`src/common/bus_params.svh`:
```
`ifndef BUS_PARAMS_SVH
`define BUS_PARAMS_SVH

// bus beat and line geometry
`define BUS_W   32
`define LINE_W  128
`define BEATS   4

// header field widths
`define PADR_W  15
`define ID_W    4
`define SIZE_W  16

// one-hot beat mask lives in size[15:12]
`define MASK_HI 15
`define MASK_LO 12

`endif

```
`src/common/bus_pkg.sv`:
```
`include "bus_params.svh"

package bus_pkg;

    // header fields
    typedef logic [`PADR_W-1:0] padr_t;
    typedef logic [`ID_W-1:0]   node_id_t;
    typedef logic [`SIZE_W-1:0] size_t;

    // payload
    typedef logic [`BUS_W-1:0]  beat_t;
    typedef logic [`LINE_W-1:0] line_t;

    // bit k set means words k..0 go out
    typedef logic [`BEATS-1:0]  beat_mask_t;

    // sender states, one flop per state
    typedef enum logic [3:0] {
        FREE       = 4'b0001,
        REQ        = 4'b0010,
        WAIT_GRANT = 4'b0100,
        SEND       = 4'b1000
    } ser_state_t;

endpackage

```
`src/ser/ser.sv`:
```
`timescale 1ns/10ps
`include "bus_params.svh"

module ser (
    input  logic                 clk_bus,
    input  logic                 reset,
    // client side
    input  logic                 valid_in,
    input  bus_pkg::padr_t       padr_in,
    input  bus_pkg::line_t       data_in,
    input  bus_pkg::node_id_t    dest_in,
    input  bus_pkg::node_id_t    return_in,
    input  logic                 rw_in,
    input  bus_pkg::size_t       size_in,
    output logic                 full_block,
    output logic                 free_block,
    // arbiter handshake
    input  logic                 grant,
    input  logic                 ack,
    output logic                 releases,
    output logic                 req,
    // bus fields
    output logic                 valid_bus,
    output bus_pkg::padr_t       padr_bus,
    output bus_pkg::beat_t       data_bus,
    output bus_pkg::node_id_t    return_bus,
    output bus_pkg::node_id_t    dest_bus,
    output logic                 rw_bus,
    output bus_pkg::beat_mask_t  size_bus
);

    bus_pkg::ser_state_t state;
    bus_pkg::ser_state_t state_nxt;
    logic                load;
    logic                sending;
    bus_pkg::line_t      line_q;
    bus_pkg::padr_t      padr_q;
    bus_pkg::node_id_t   dest_q;
    bus_pkg::node_id_t   return_q;
    logic                rw_q;
    bus_pkg::beat_mask_t mask_q;
    bus_pkg::beat_t      word_sel;

    assign free_block = (state == bus_pkg::FREE);
    assign full_block = ~free_block;
    assign load       = valid_in & free_block;
    assign sending    = (state == bus_pkg::SEND);
    assign req        = (state == bus_pkg::REQ);
    // word 0 is always the final beat
    assign releases   = sending & mask_q[0];

    ////////////////////////////////////////////////////////////////////////////
    // state machine
    ////////////////////////////////////////////////////////////////////////////
    always_comb begin
        state_nxt = state;
        case (state)
            bus_pkg::FREE: begin
                if (load) begin
                    state_nxt = bus_pkg::REQ;
                end
            end
            bus_pkg::REQ: begin
                if (ack) begin
                    state_nxt = bus_pkg::WAIT_GRANT;
                end
            end
            bus_pkg::WAIT_GRANT: begin
                if (grant) begin
                    state_nxt = bus_pkg::SEND;
                end
            end
            bus_pkg::SEND: begin
                if (mask_q[0]) begin
                    state_nxt = bus_pkg::FREE;
                end
            end
            default: state_nxt = bus_pkg::FREE;
        endcase
    end

    always_ff @(posedge clk_bus) begin
        if (reset) begin
            state <= bus_pkg::FREE;
        end else begin
            state <= state_nxt;
        end
    end

    // header and line captured on accept
    always_ff @(posedge clk_bus) begin
        if (load) begin
            line_q   <= data_in;
            padr_q   <= padr_in;
            dest_q   <= dest_in;
            return_q <= return_in;
            rw_q     <= rw_in;
        end
    end

    // mask walks down one word per beat
    always_ff @(posedge clk_bus) begin
        if (reset) begin
            mask_q <= '0;
        end else if (load) begin
            mask_q <= size_in[`MASK_HI:`MASK_LO];
        end else if (sending) begin
            mask_q <= mask_q >> 1;
        end
    end

    ////////////////////////////////////////////////////////////////////////////
    // beat select and bus drive
    ////////////////////////////////////////////////////////////////////////////
    always_comb begin
        word_sel = '0;
        for (int i = 0; i < `BEATS; i++) begin
            if (mask_q[i]) begin
                word_sel = word_sel | line_q[i*`BUS_W +: `BUS_W];
            end
        end
    end

    // quiet outside SEND
    assign valid_bus  = sending;
    assign padr_bus   = sending ? padr_q : '0;
    assign data_bus   = sending ? word_sel : '0;
    assign return_bus = sending ? return_q : '0;
    assign dest_bus   = sending ? dest_q : '0;
    assign rw_bus     = sending & rw_q;
    assign size_bus   = sending ? mask_q : '0;

endmodule

```
`src/bau/bau.sv`:
```
`timescale 1ns/10ps

module bau (
    input  logic                 clk_bus,
    input  logic                 reset,
    input  logic                 req0,
    input  logic                 req1,
    input  logic                 releases0,
    input  logic                 releases1,
    output logic                 ack0,
    output logic                 ack1,
    output logic                 grant0,
    output logic                 grant1,
    // sender 0 bus fields
    input  logic                 valid_bus0,
    input  bus_pkg::padr_t       padr_bus0,
    input  bus_pkg::beat_t       data_bus0,
    input  bus_pkg::node_id_t    return_bus0,
    input  bus_pkg::node_id_t    dest_bus0,
    input  logic                 rw_bus0,
    input  bus_pkg::beat_mask_t  size_bus0,
    // sender 1 bus fields
    input  logic                 valid_bus1,
    input  bus_pkg::padr_t       padr_bus1,
    input  bus_pkg::beat_t       data_bus1,
    input  bus_pkg::node_id_t    return_bus1,
    input  bus_pkg::node_id_t    dest_bus1,
    input  logic                 rw_bus1,
    input  bus_pkg::beat_mask_t  size_bus1,
    // steered bus
    output logic                 valid_bus,
    output bus_pkg::padr_t       padr_bus,
    output bus_pkg::beat_t       data_bus,
    output bus_pkg::node_id_t    return_bus,
    output bus_pkg::node_id_t    dest_bus,
    output logic                 rw_bus,
    output bus_pkg::beat_mask_t  size_bus
);

    logic pend0;
    logic pend1;
    // high when sender 1 has priority for the next grant
    logic rr;
    logic idle;
    logic pick0;
    logic pick1;

    assign idle  = ~grant0 & ~grant1;
    assign pick0 = idle & pend0 & (~pend1 | ~rr);
    assign pick1 = idle & pend1 & (~pend0 | rr);

    ////////////////////////////////////////////////////////////////////////////
    // request queuing and grant
    ////////////////////////////////////////////////////////////////////////////
    always_ff @(posedge clk_bus) begin
        if (reset) begin
            ack0   <= 1'b0;
            ack1   <= 1'b0;
            pend0  <= 1'b0;
            pend1  <= 1'b0;
            grant0 <= 1'b0;
            grant1 <= 1'b0;
            rr     <= 1'b0;
        end else begin
            // single-cycle ack, sender leaves REQ on it
            ack0 <= req0 & ~ack0;
            ack1 <= req1 & ~ack1;

            if (pick0) begin
                pend0 <= 1'b0;
            end else if (ack0) begin
                pend0 <= 1'b1;
            end
            if (pick1) begin
                pend1 <= 1'b0;
            end else if (ack1) begin
                pend1 <= 1'b1;
            end

            // grant drops the cycle after the last beat
            if (grant0 & releases0) begin
                grant0 <= 1'b0;
            end else if (pick0) begin
                grant0 <= 1'b1;
            end
            if (grant1 & releases1) begin
                grant1 <= 1'b0;
            end else if (pick1) begin
                grant1 <= 1'b1;
            end

            if (pick0) begin
                rr <= 1'b1;
            end else if (pick1) begin
                rr <= 1'b0;
            end
        end
    end

    ////////////////////////////////////////////////////////////////////////////
    // field mux
    ////////////////////////////////////////////////////////////////////////////
    always_comb begin
        valid_bus  = (grant0 & valid_bus0) | (grant1 & valid_bus1);
        padr_bus   = '0;
        data_bus   = '0;
        return_bus = '0;
        dest_bus   = '0;
        rw_bus     = 1'b0;
        size_bus   = '0;
        if (valid_bus) begin
            padr_bus   = grant1 ? padr_bus1 : padr_bus0;
            data_bus   = grant1 ? data_bus1 : data_bus0;
            return_bus = grant1 ? return_bus1 : return_bus0;
            dest_bus   = grant1 ? dest_bus1 : dest_bus0;
            rw_bus     = grant1 ? rw_bus1 : rw_bus0;
            size_bus   = grant1 ? size_bus1 : size_bus0;
        end
    end

endmodule

```
`src/des/des.sv`:
```
`timescale 1ns/10ps
`include "bus_params.svh"

module des (
    input  logic                 clk_bus,
    input  logic                 reset,
    input  logic                 valid_bus,
    input  bus_pkg::padr_t       padr_bus,
    input  bus_pkg::beat_t       data_bus,
    input  bus_pkg::node_id_t    return_bus,
    input  bus_pkg::node_id_t    dest_bus,
    input  logic                 rw_bus,
    input  bus_pkg::beat_mask_t  size_bus,
    output logic                 line_valid,
    output bus_pkg::padr_t       line_padr,
    output bus_pkg::line_t       line_data,
    output bus_pkg::node_id_t    line_dest,
    output bus_pkg::node_id_t    line_return,
    output logic                 line_rw,
    output bus_pkg::beat_mask_t  line_mask
);

    // set between the first and the last beat
    logic           in_xfer;
    logic           first;
    logic           last;
    bus_pkg::line_t line_nxt;

    assign first = valid_bus & ~in_xfer;
    assign last  = valid_bus & size_bus[0];

    // new transfer starts from an empty line
    always_comb begin
        line_nxt = first ? '0 : line_data;
        for (int i = 0; i < `BEATS; i++) begin
            if (valid_bus & size_bus[i]) begin
                line_nxt[i*`BUS_W +: `BUS_W] = data_bus;
            end
        end
    end

    always_ff @(posedge clk_bus) begin
        if (reset) begin
            in_xfer    <= 1'b0;
            line_valid <= 1'b0;
        end else begin
            line_valid <= last;
            if (valid_bus) begin
                in_xfer <= ~size_bus[0];
            end
        end
    end

    always_ff @(posedge clk_bus) begin
        if (valid_bus) begin
            line_data <= line_nxt;
        end
        // header and original mask come with the first beat
        if (first) begin
            line_padr   <= padr_bus;
            line_dest   <= dest_bus;
            line_return <= return_bus;
            line_rw     <= rw_bus;
            line_mask   <= size_bus;
        end
    end

endmodule

```
`src/hdl/bus_subsys.sv`:
```
`timescale 1ns/10ps

module bus_subsys (
    input  logic                 clk_bus,
    input  logic                 reset,
    // client 0
    input  logic                 valid_in0,
    input  bus_pkg::padr_t       padr_in0,
    input  bus_pkg::line_t       data_in0,
    input  bus_pkg::node_id_t    dest_in0,
    input  bus_pkg::node_id_t    return_in0,
    input  logic                 rw_in0,
    input  bus_pkg::size_t       size_in0,
    output logic                 full_block0,
    output logic                 free_block0,
    // client 1
    input  logic                 valid_in1,
    input  bus_pkg::padr_t       padr_in1,
    input  bus_pkg::line_t       data_in1,
    input  bus_pkg::node_id_t    dest_in1,
    input  bus_pkg::node_id_t    return_in1,
    input  logic                 rw_in1,
    input  bus_pkg::size_t       size_in1,
    output logic                 full_block1,
    output logic                 free_block1,
    // rebuilt line
    output logic                 line_valid,
    output bus_pkg::padr_t       line_padr,
    output bus_pkg::line_t       line_data,
    output bus_pkg::node_id_t    line_dest,
    output bus_pkg::node_id_t    line_return,
    output logic                 line_rw,
    output bus_pkg::beat_mask_t  line_mask
);

    logic                req0, req1, ack0, ack1;
    logic                grant0, grant1, releases0, releases1;
    logic                valid_bus0, valid_bus1, valid_bus;
    bus_pkg::padr_t      padr_bus0, padr_bus1, padr_bus;
    bus_pkg::beat_t      data_bus0, data_bus1, data_bus;
    bus_pkg::node_id_t   return_bus0, return_bus1, return_bus;
    bus_pkg::node_id_t   dest_bus0, dest_bus1, dest_bus;
    logic                rw_bus0, rw_bus1, rw_bus;
    bus_pkg::beat_mask_t size_bus0, size_bus1, size_bus;

    ser ser0 (
        .clk_bus(clk_bus), .reset(reset),
        .valid_in(valid_in0), .padr_in(padr_in0), .data_in(data_in0),
        .dest_in(dest_in0), .return_in(return_in0), .rw_in(rw_in0),
        .size_in(size_in0), .full_block(full_block0), .free_block(free_block0),
        .grant(grant0), .ack(ack0), .releases(releases0), .req(req0),
        .valid_bus(valid_bus0), .padr_bus(padr_bus0), .data_bus(data_bus0),
        .return_bus(return_bus0), .dest_bus(dest_bus0), .rw_bus(rw_bus0),
        .size_bus(size_bus0)
    );

    ser ser1 (
        .clk_bus(clk_bus), .reset(reset),
        .valid_in(valid_in1), .padr_in(padr_in1), .data_in(data_in1),
        .dest_in(dest_in1), .return_in(return_in1), .rw_in(rw_in1),
        .size_in(size_in1), .full_block(full_block1), .free_block(free_block1),
        .grant(grant1), .ack(ack1), .releases(releases1), .req(req1),
        .valid_bus(valid_bus1), .padr_bus(padr_bus1), .data_bus(data_bus1),
        .return_bus(return_bus1), .dest_bus(dest_bus1), .rw_bus(rw_bus1),
        .size_bus(size_bus1)
    );

    bau bau (
        .clk_bus(clk_bus), .reset(reset),
        .req0(req0), .req1(req1), .releases0(releases0), .releases1(releases1),
        .ack0(ack0), .ack1(ack1), .grant0(grant0), .grant1(grant1),
        .valid_bus0(valid_bus0), .padr_bus0(padr_bus0), .data_bus0(data_bus0),
        .return_bus0(return_bus0), .dest_bus0(dest_bus0), .rw_bus0(rw_bus0),
        .size_bus0(size_bus0),
        .valid_bus1(valid_bus1), .padr_bus1(padr_bus1), .data_bus1(data_bus1),
        .return_bus1(return_bus1), .dest_bus1(dest_bus1), .rw_bus1(rw_bus1),
        .size_bus1(size_bus1),
        .valid_bus(valid_bus), .padr_bus(padr_bus), .data_bus(data_bus),
        .return_bus(return_bus), .dest_bus(dest_bus), .rw_bus(rw_bus),
        .size_bus(size_bus)
    );

    des des (
        .clk_bus(clk_bus), .reset(reset),
        .valid_bus(valid_bus), .padr_bus(padr_bus), .data_bus(data_bus),
        .return_bus(return_bus), .dest_bus(dest_bus), .rw_bus(rw_bus),
        .size_bus(size_bus),
        .line_valid(line_valid), .line_padr(line_padr), .line_data(line_data),
        .line_dest(line_dest), .line_return(line_return), .line_rw(line_rw),
        .line_mask(line_mask)
    );

endmodule

```
`config.mk`:
```
export PLATFORM = sky130hd
export DESIGN_NAME = bus_subsys
export DESIGN_NICKNAME = d
export VERILOG_FILES = /design/src/common/bus_pkg.sv /design/src/ser/ser.sv /design/src/bau/bau.sv /design/src/des/des.sv /design/src/hdl/bus_subsys.sv
export VERILOG_INCLUDE_DIRS = /design/src /design/src/common
export SDC_FILE = /design/constraint.sdc
export NUM_CORES = 1
export LEC_CHECK = 0
export BUFFER_PORTS_ARGS = -buffer_cell sky130_fd_sc_hd__buf_4
export CORE_MARGIN = 10
export CORE_UTILIZATION = 36
export CTS_BUF_LIST = sky130_fd_sc_hd__clkbuf_16
export CTS_CLUSTER_DIAMETER = 150
export DETAILED_ROUTE_END_ITERATION = 12
export PLACE_DENSITY = 0.66
export SLEW_MARGIN = 20
export SYNTH_ARGS = -nofsm -noshare
export SYNTH_HDL_FRONTEND = slang
export SYNTH_HIERARCHICAL = 1
export SYNTH_SLANG_ARGS = --single-unit
```
`constraint.sdc`:
```
create_clock -name clk_bus -period 6.4 [get_ports clk_bus]
set_input_delay 0.32 -clock clk_bus [delete_from_list [all_inputs] [get_ports clk_bus]]
set_output_delay 0.32 -clock clk_bus [all_outputs]
set_load 0.1 [all_outputs]
```
==> results of run 1 <==
==> cells in the mapped netlist <==
master	number
clkbuf_2	3
nor4_1	2
nor2_1	72
or4b_1	2
o211ai_1	4
mux2i_1	60
a311oi_1	7
a31oi_1	2
buf_1	2
or4b_4	2
nor3b_1	13
nand2_1	12
nand2_2	6
o32ai_2	1
and3_2	1
and3_1	127
nand2b_1	1
a41o_1	1
buf_2	35
clkbuf_1	37
dfxtp_1	25
xor2_1	2
a32o_1	1
o221a_1	1
a21boi_0	4
and2_1	50
a311o_1	2
or3b_4	1
o21ai_0	6
edfxtp_1	460
inv_1	19
a21oi_1	70
buf_12	1
nand4b_1	2
nor3_1	6
buf_4	8
clkinv_2	2
a22oi_2	1
a211oi_2	1
a22oi_1	128
nand3_1	6
inv_2	1
buf_6	12
nor2b_1	3
==> how the worst max path moves through the flow <==
stage                              from                 end  slack (ns)  cells after the start
after global routing      ser0/state[2]    des/line_padr[3]        1.62                      8
after CTS                 ser0/state[2]  des/line_return[0]        1.92                      8
after detailed placement  ser0/state[2]  des/line_return[3]        1.92                      8
after global placement    ser0/state[2]  des/line_return[3]        2.02                      8
final                     ser0/state[2]    des/line_padr[1]        1.90                      8
after floorplan           ser0/state[1]      ser0/dest_q[0]        0.74                      6
==> critical path, cell delays in order, from the launching register on <==
cell      delay, ns
dfxtp_1        0.42
or4b_4         0.88
clkinv_2       0.43
a22oi_2        0.33
buf_4          0.33
inv_2          0.21
buf_4          0.66
nor2b_2        0.45
buf_4          0.40
==> metrics by stage <==
stage	cell area (sq um)	setup WS, ns	util
final	27700	1.90	0.538
after global routing	27700	1.62	0.538
after CTS	27700	1.92	0.536
after detailed placement	23000	1.92	0.446
after global placement	22900	2.02	0.444
after floorplan	18900	0.740	-
==> per-layer routing <==
| metal | up-vias | track usage | routed length [um] |
|---|---|---|---|
| li1 | 6163 | - | - |
| met1 | 6637 | 0.235 | 24700 |
| met2 | 653 | 0.337 | 32200 |
| met3 | 128 | 0.0478 | 4740 |
| met4 | 2 | 0.0821 | 2240 |
| met5 | - | 0 | 13 |
==> area by class of cell <==
cell class,instances,area [sq um],share of cell area
Clock inverter,33,268,0.00965
Antenna cell,12,30.0,0.00108
Clock buffer,53,1330,0.0478
Sequential cell,485,14300,0.516
Timing Repair Buffer,801,6860,0.247
Tap cell,680,851,0.0307
Multi-Input combinational cell,597,3980,0.144
Inverter,22,95.1,0.00343
==> power breakdown <==
part           total [W]  switching (W)  leakage [nW]  internal (W)
logic           0.000606       0.000294          5.09      0.000312
clock network    0.00286        0.00121         0.807       0.00165
registers        0.00375      0.0000895          4.17       0.00366
==> cell families after synthesis <==
group,Yosys count,share of synthesized area
flip-flops,485,0.758
AND/OR/NAND/NOR,306,0.0921
buffers and inverters,120,0.0337
AO/OA/AOI/OAI,229,0.0831
XOR/XNOR,2,0.000928
multiplexers,60,0.0318
==> state kept, by name, indices dropped and copies added (netlist names), 15 cells and up <==
register,cells
ser0/line_q,128
ser1/padr_q,15
ser0/padr_q,15
des/line_data,128
ser1/line_q,128
des/line_padr,15
==> cell usage in the layout, fill, tap and decap left out, types with 3 or more instances in the layout <==
cell and n:
buf_4 491, a21oi_1 70, nand2_2 6, diode_2 12, nor2_2 4, inv_1 25
nor3_1 6, nand3_1 6, bufinv_16 4, buf_16 4, and3_1 127, clkbuf_16 53
a22oi_1 128, nand2_1 12, o21ai_0 6, clkinvlp_4 3, a311oi_1 7, dfxtp_1 16
a21boi_4 4, mux2i_1 60, inv_6 5, edfxtp_1 460, nor2_1 68, o211ai_1 4
dfxtp_2 8, and2_1 50, nor3b_1 13, dlygate4sd3_1 305, clkinv_1 8, clkinv_2 8
==> what timing repair did <==
item / in CTS / in global routing
setup buffers: 0 / 0
hold buffers: 305 / 0
endpoints found under the hold margin: 305 / 0
==> metrics.txt, run 1 <==
post-route ant nets 0; register bit total from synthesis 485; Mapped Cells 1,202; GRT Util Overall 0.198; FMAX 222 MHz; worst-margin pin slew 0.999 ns; Root Buffer clkbuf_16; pin count of the biggest net entering global routing 123; vias per inst 5.06; clk_lat worst skew 0.58 ns; sequential element share of the synthesized area 0.758; RR Endpoint des/line_padr[1]; final hold vios 0; CP Class register to register; leading area contributor after synthesis edfxtp_1; RSZ-0062 raised after global routing no; row count 83; CTS tree done; final std cells w/o fill 2,683; WL/cell 23.8 um; Area growth syn-to-layout 47.0%; Lkg Pwr 10.1 nW; Reg2Reg Launch Point ser0/state[2]; clk sinks 485; CTS H-tree depth 2; worst hold stages 3; HPWL after DPL 40,400 um; DR vias 13,600; Max Buffers Root-to-Sink 3; Final Critical Period 4.50 ns; R2R setup slack 1.90 ns; hold endpoint ser0/mask_q[3]; status completed; initial drt markers 1,118; initial antenna violation count 12; YS warnings 6; Setup crit start kind register; Worst VDD drop 0.196 mV; Clock Pin Slew Worst Setup and Hold Paths 0.06 ns; number of global-route vias before repair 14,400; gpl congestion 0.798; Inst Count DP 2,278; CP Data Arrival Time 4.74 ns; Synth area leaders edfxtp_1 73%, a22oi_1 5.1%, and3_1 4.2%; Die X 249 um; # IOs 501; # port buffers 476; post-synth top area share 0.732; FILL cells 3,996; Synthesized Nets 1,542; DRC 0; Total Power 0.00722 W; die height 249 um; # setup viols final 0; final-report max-slew violation count 0; hold path start valid_in0; HP Class primary input to register; Tcrit/Tclk final 0.703; setup_tns 0 ns; full die area 0.0620 sq mm; Synth Area per Inst 15.7 sq um; CTS Buf Count 51; pwr dens 260 mW/mm^2; nets@finish 2,298; CP max FO 122; skew final 0.0151 ns; synth unique cells 44; CP required 6.64 ns; # resized after CTS 0; core area 0.0516 sq mm; length of the first detailed-routing pass in iterations 5; worst hold margin 0.0337 ns; initial core utilization 0.366; Max Cap Viol 0; slew margin rel. 0.334; Total Wirelength 63,900 um; Worst R2R Path Depth 8; crit path capture type register; layout cells sized above 1 0.302; mapped cell area 0.0189 sq mm; global route total overflow 0; global-route wire length before repair 93,000 um
(Power assumes the default switching activity.)
==> run 2: changes to the inputs <==
Clock period 6.4 ns to 4.35 ns, I/O delays scaled along.
==> metrics.txt, run 2 (same netlist as run 1, synthesis figures left out) <==
Max Buffers Root-to-Sink 3; clk sinks 485; full die area 0.0620 sq mm; CTS Buf Count 50; global-route wire length before repair 95,200 um; # port buffers 476; Total Wirelength 66,300 um; initial drt markers 1,445; # IOs 501; nets@finish 2,308; clk_lat worst skew 0.61 ns; Final Critical Period 3.52 ns; HPWL after DPL 41,000 um; CTS Hold Buffers Added 312; initial antenna violation count 10; vias per inst 5.12; Worst Slack Setup Final 0.825 ns; pwr dens 385 mW/mm^2; commonest non-fill, non-tap cells in the layout 496 x buf_4, 460 x edfxtp_1, 312 x dlygate4sd3_1; Worst R2R Path Depth 6; Layout Utilization 0.539; Max Cap Viol 0; DR vias 13,800; Lkg Pwr 10.1 nW; Root Buffer clkbuf_16; # resized after CTS 0; Area growth syn-to-layout 47.4%; Clock Pin Slew Worst Setup and Hold Paths 0.06 ns; Reg2Reg Launch Point ser1/state[2]; WL/cell 24.6 um; FILL cells 3,994; global route total overflow 0; final-report max-slew violation count 0; GRT Util Overall 0.202; die height 249 um; # setup viols final 0; R2R setup slack 0.83 ns; fin area 0.0278 sq mm; Setup crit start kind register; layout cells sized above 1 0.305; CP Data Arrival Time 3.87 ns; postcts setup bufs 0; Worst setup startpoint ser1/state[2]; row count 83; initial core utilization 0.366; status completed; CP Capture Point des/line_data[6]; CP max FO 119; worst-margin pin slew 1.04 ns; DRC 0; FMAX 284 MHz; Worst VDD drop 0.294 mV; CTS tree done; setup_tns 0 ns; crit path capture type register; number of global-route vias before repair 14,500; skew final 0.0312 ns; final hold vios 0; CTS H-tree depth 2; Total Power 0.0107 W; Place WS 0.885 ns; post-route ant nets 0; core area 0.0516 sq mm; Tcrit/Tclk final 0.810; Die X 249 um; commonest non-fill, non-tap cell in the layout buf_4; CP Class register to register; biggest regs des/line_data: 128 flops, ser0/line_q: 128 flops, ser1/line_q: 128 flops; slew margin rel. 0.304; HP Class primary input to register; length of the first detailed-routing pass in iterations 5; CP required 4.70 ns; hold path start size_in0[12]; pin count of the biggest net entering global routing 153; Placed Area 0.0231 sq mm; gpl congestion 0.803; RSZ-0062 raised after global routing no; RR Endpoint des/line_data[6]
[run 2: cell types whose count changed in the layout (fill, tap and decap cells not counted), sizes merged]
cell	previous run	this run
clkinv	17	26
diode	12	10
clkinvlp	3	4
inv	31	28
clkbuf	53	50
bufinv	4	5
dlygate4sd3	305	312
buf	496	500
[run 2: per-stage QoR]
step,hold slack [ns],std cells
final,0.0350,2697
after CTS,0.00340,2687
after global routing,0.0318,2697
after global placement,0.397,2284
after floorplan,0.289,1202
after detailed placement,0.397,2284
[run 2: power breakdown]
part	internal [W]	switching, W	total [W]
sequential	0.00538	0.000167	0.00555
clock	0.00240	0.00185	0.00425
combinational	0.000478	0.000422	0.000900
[run 2: layer usage]
| metal | track usage | share of wire |
|---|---|---|
| met1 | 0.249 | 0.39 |
| met2 | 0.343 | 0.50 |
| met3 | 0.0437 | 0.074 |
| met4 | 0.0759 | 0.032 |
| met5 | 0 | 0 |
[run 2: worst max-delay path, cell delays in order (launching register included)]
cell and delay, ns:
dfxtp_1 0.55, or4b_4 0.60, clkinv_2 0.54, a22oi_2 0.55, inv_2 0.24, buf_4 0.41, and3_1 0.30
[run 2: cell type report]
cell class                      count  area (sq um)  share of cell area
Antenna cell                       10          25.0            0.000899
Multi-Input combinational cell    597          4000               0.144
Clock inverter                     41           345              0.0124
Timing Repair Buffer              812          6930               0.249
Sequential cell                   485         14300               0.515
Inverter                           22           100             0.00360
Clock buffer                       50          1250              0.0450
Tap cell                          680           851              0.0306
[run 2: worst min-delay path by stage]
stage	to	slack (ns)	cells after the start
4_1_cts	ser0/mask_q[0]	0.003	3
3_3_place_gp	ser0/padr_q[8]	0.40	1
5_1_grt	ser1/mask_q[2]	0.03	3
6_report	ser0/mask_q[0]	0.04	3
3_5_place_dp	ser0/line_q[107]	0.40	1
2_1_floorplan	des/line_valid	0.29	1
==> run 3: changes to the inputs <==
Settings changed: PLACE_DENSITY 0.66 to 0.68.
Clock period 4.35 ns to 3.05 ns, I/O delays scaled along.
==> metrics.txt, run 3 (same netlist as run 1, synthesis figures left out) <==
Max Cap Viol 0; slew margin rel. 0.532; commonest non-fill, non-tap cell in the layout buf_4; FMAX 351 MHz; Clock Pin Slew Worst Setup and Hold Paths 0.07 ns; row count 83; P_sw 0.00351 W; Flop pwr share 0.512; CP max FO 27; Reg2Reg Launch Point ser0/state[2]; Slowest-stage cell, CP dfxtp_1; pwr dens 542 mW/mm^2; HPWL after DPL 41,500 um; DRC 0; CP top delay family simple AND/OR/NAND/NOR gates; Combinational Power Share 0.094; Lkg Pwr 10.3 nW; CP Capture Point des/line_data[24]; global route total overflow 0; vias per inst 5.19; HP Class primary input to register; Internal Dissipation 0.0118 W; Place WS 0.287 ns; GRT Util Overall 0.208; CTS H-tree depth 2; number of global-route vias before repair 15,400; CTS Buf Count 51; Buffers & Inverters on Critical Path 2; core area 0.0516 sq mm; CTS tree done; skew final 0.0234 ns; Sw Ratio 0.229; final-report max-slew violation count 0; full die area 0.0620 sq mm; worst-margin pin slew 0.702 ns; final hold vios 0; Levels on crit path 6; status completed; length of the first detailed-routing pass in iterations 5; Layout Utilization 0.547; initial core utilization 0.366; commonest non-fill, non-tap cells in the layout 515 x buf_4, 460 x edfxtp_1, 320 x dlygate4sd3_1; Root Buffer clkbuf_16; post-route ant nets 0; FILL cells 4,018; Tcrit/Tclk final 0.935; # IOs 501; Worst R2R Path Depth 6; crit path capture type register; R2R setup slack 0.20 ns; CP required 3.39 ns; layout cells sized above 1 0.311; biggest regs des/line_data: 128 flops, ser0/line_q: 128 flops, ser1/line_q: 128 flops; Worst Slack Setup Final 0.198 ns; die height 249 um; CP Cell Sequence or4b_4, clkinv_2, a22oi_2, buf_4, nor2_1, and3_1; Final Critical Period 2.85 ns; CP Data Arrival Time 3.19 ns; gpl congestion 0.787; Clock power frac 0.395; CP Class register to register; global-route wire length before repair 97,700 um; Max Buffers Root-to-Sink 3; clk sinks 485; setup_tns 0 ns; Worst setup startpoint ser0/state[2]; RR Endpoint des/line_data[24]; Total Wirelength 67,500 um; # setup viols final 0; Area growth syn-to-layout 49.5%; initial antenna violation count 11; pin count of the biggest net entering global routing 120; crit-path max cell delay 0.56 ns; # port buffers 476; Worst VDD drop 0.443 mV; Die X 249 um; RSZ-0062 raised after global routing no; initial drt markers 1,408; clk_lat worst skew 0.60 ns; WL/cell 24.6 um; Setup crit start kind register; DR vias 14,200; nets@finish 2,344
## run 3: repair_timing
action	4_1_cts	5_1_grt
endpoints found under the setup margin	0	0
resized for setup	0	0
setup buffers	0	0
hold endpoints to repair	325	0
hold buffers	320	0
## run 3: power groups by stage
stage	Clock, W	Combinational [W]	Sequential (W)
global route	0.00642	0.00151	0.00785
finish	0.00604	0.00144	0.00783
global placement	0	0.00102	0.00793
detailed placement	0	0.00105	0.00794
CTS	0.00606	0.00139	0.00781
floorplan	0	0.000520	0.00790
## run 3: cell type report
cell class	count	area (sq um)	share of cell area
Sequential cell	485	14300	0.507
Timing Repair Buffer	847	7310	0.259
Multi-Input combinational cell	597	4010	0.142
Clock buffer	51	1280	0.0452
Tap cell	680	851	0.0301
Clock inverter	42	322	0.0114
Inverter	22	100	0.00355
Antenna cell	15	37.5	0.00133
## run 3: worst min-delay path by stage
| stage | from | endpoint | slack [ns] | cells past startpoint |
|---|---|---|---|---|
| 2_1_floorplan | reset | des/line_valid | 0.22 | 1 |
| 3_3_place_gp | padr_in0[6] | ser0/padr_q[6] | 0.33 | 1 |
| 3_5_place_dp | data_in0[22] | ser0/line_q[22] | 0.33 | 1 |
| 4_1_cts | data_in1[115] | ser1/line_q[115] | 0.24 | 2 |
| 5_1_grt | data_in1[7] | ser1/line_q[7] | 0.26 | 2 |
| 6_report | data_in1[24] | ser1/line_q[24] | 0.27 | 2 |
## run 3: metrics by stage
stage	area (sq um)	power (W)	instances	hold slack [ns]
floorplan	19000	0.00842	1202	0.224
global placement	23400	0.00895	2311	0.331
detailed placement	23400	0.00899	2311	0.332
CTS	28200	0.0153	2724	0.244
global route	28200	0.0158	2739	0.261
finish	28200	0.0153	2739	0.272
## run 3: layer usage
layer / up-vias / global-route usage / routed length [um]
met5: - / 0 / 0
met4: 0 / 0.115 / 3240
met3: 184 / 0.0406 / 5080
met2: 812 / 0.355 / 34200
met1: 6954 / 0.243 / 25000
li1: 6259 / - / -
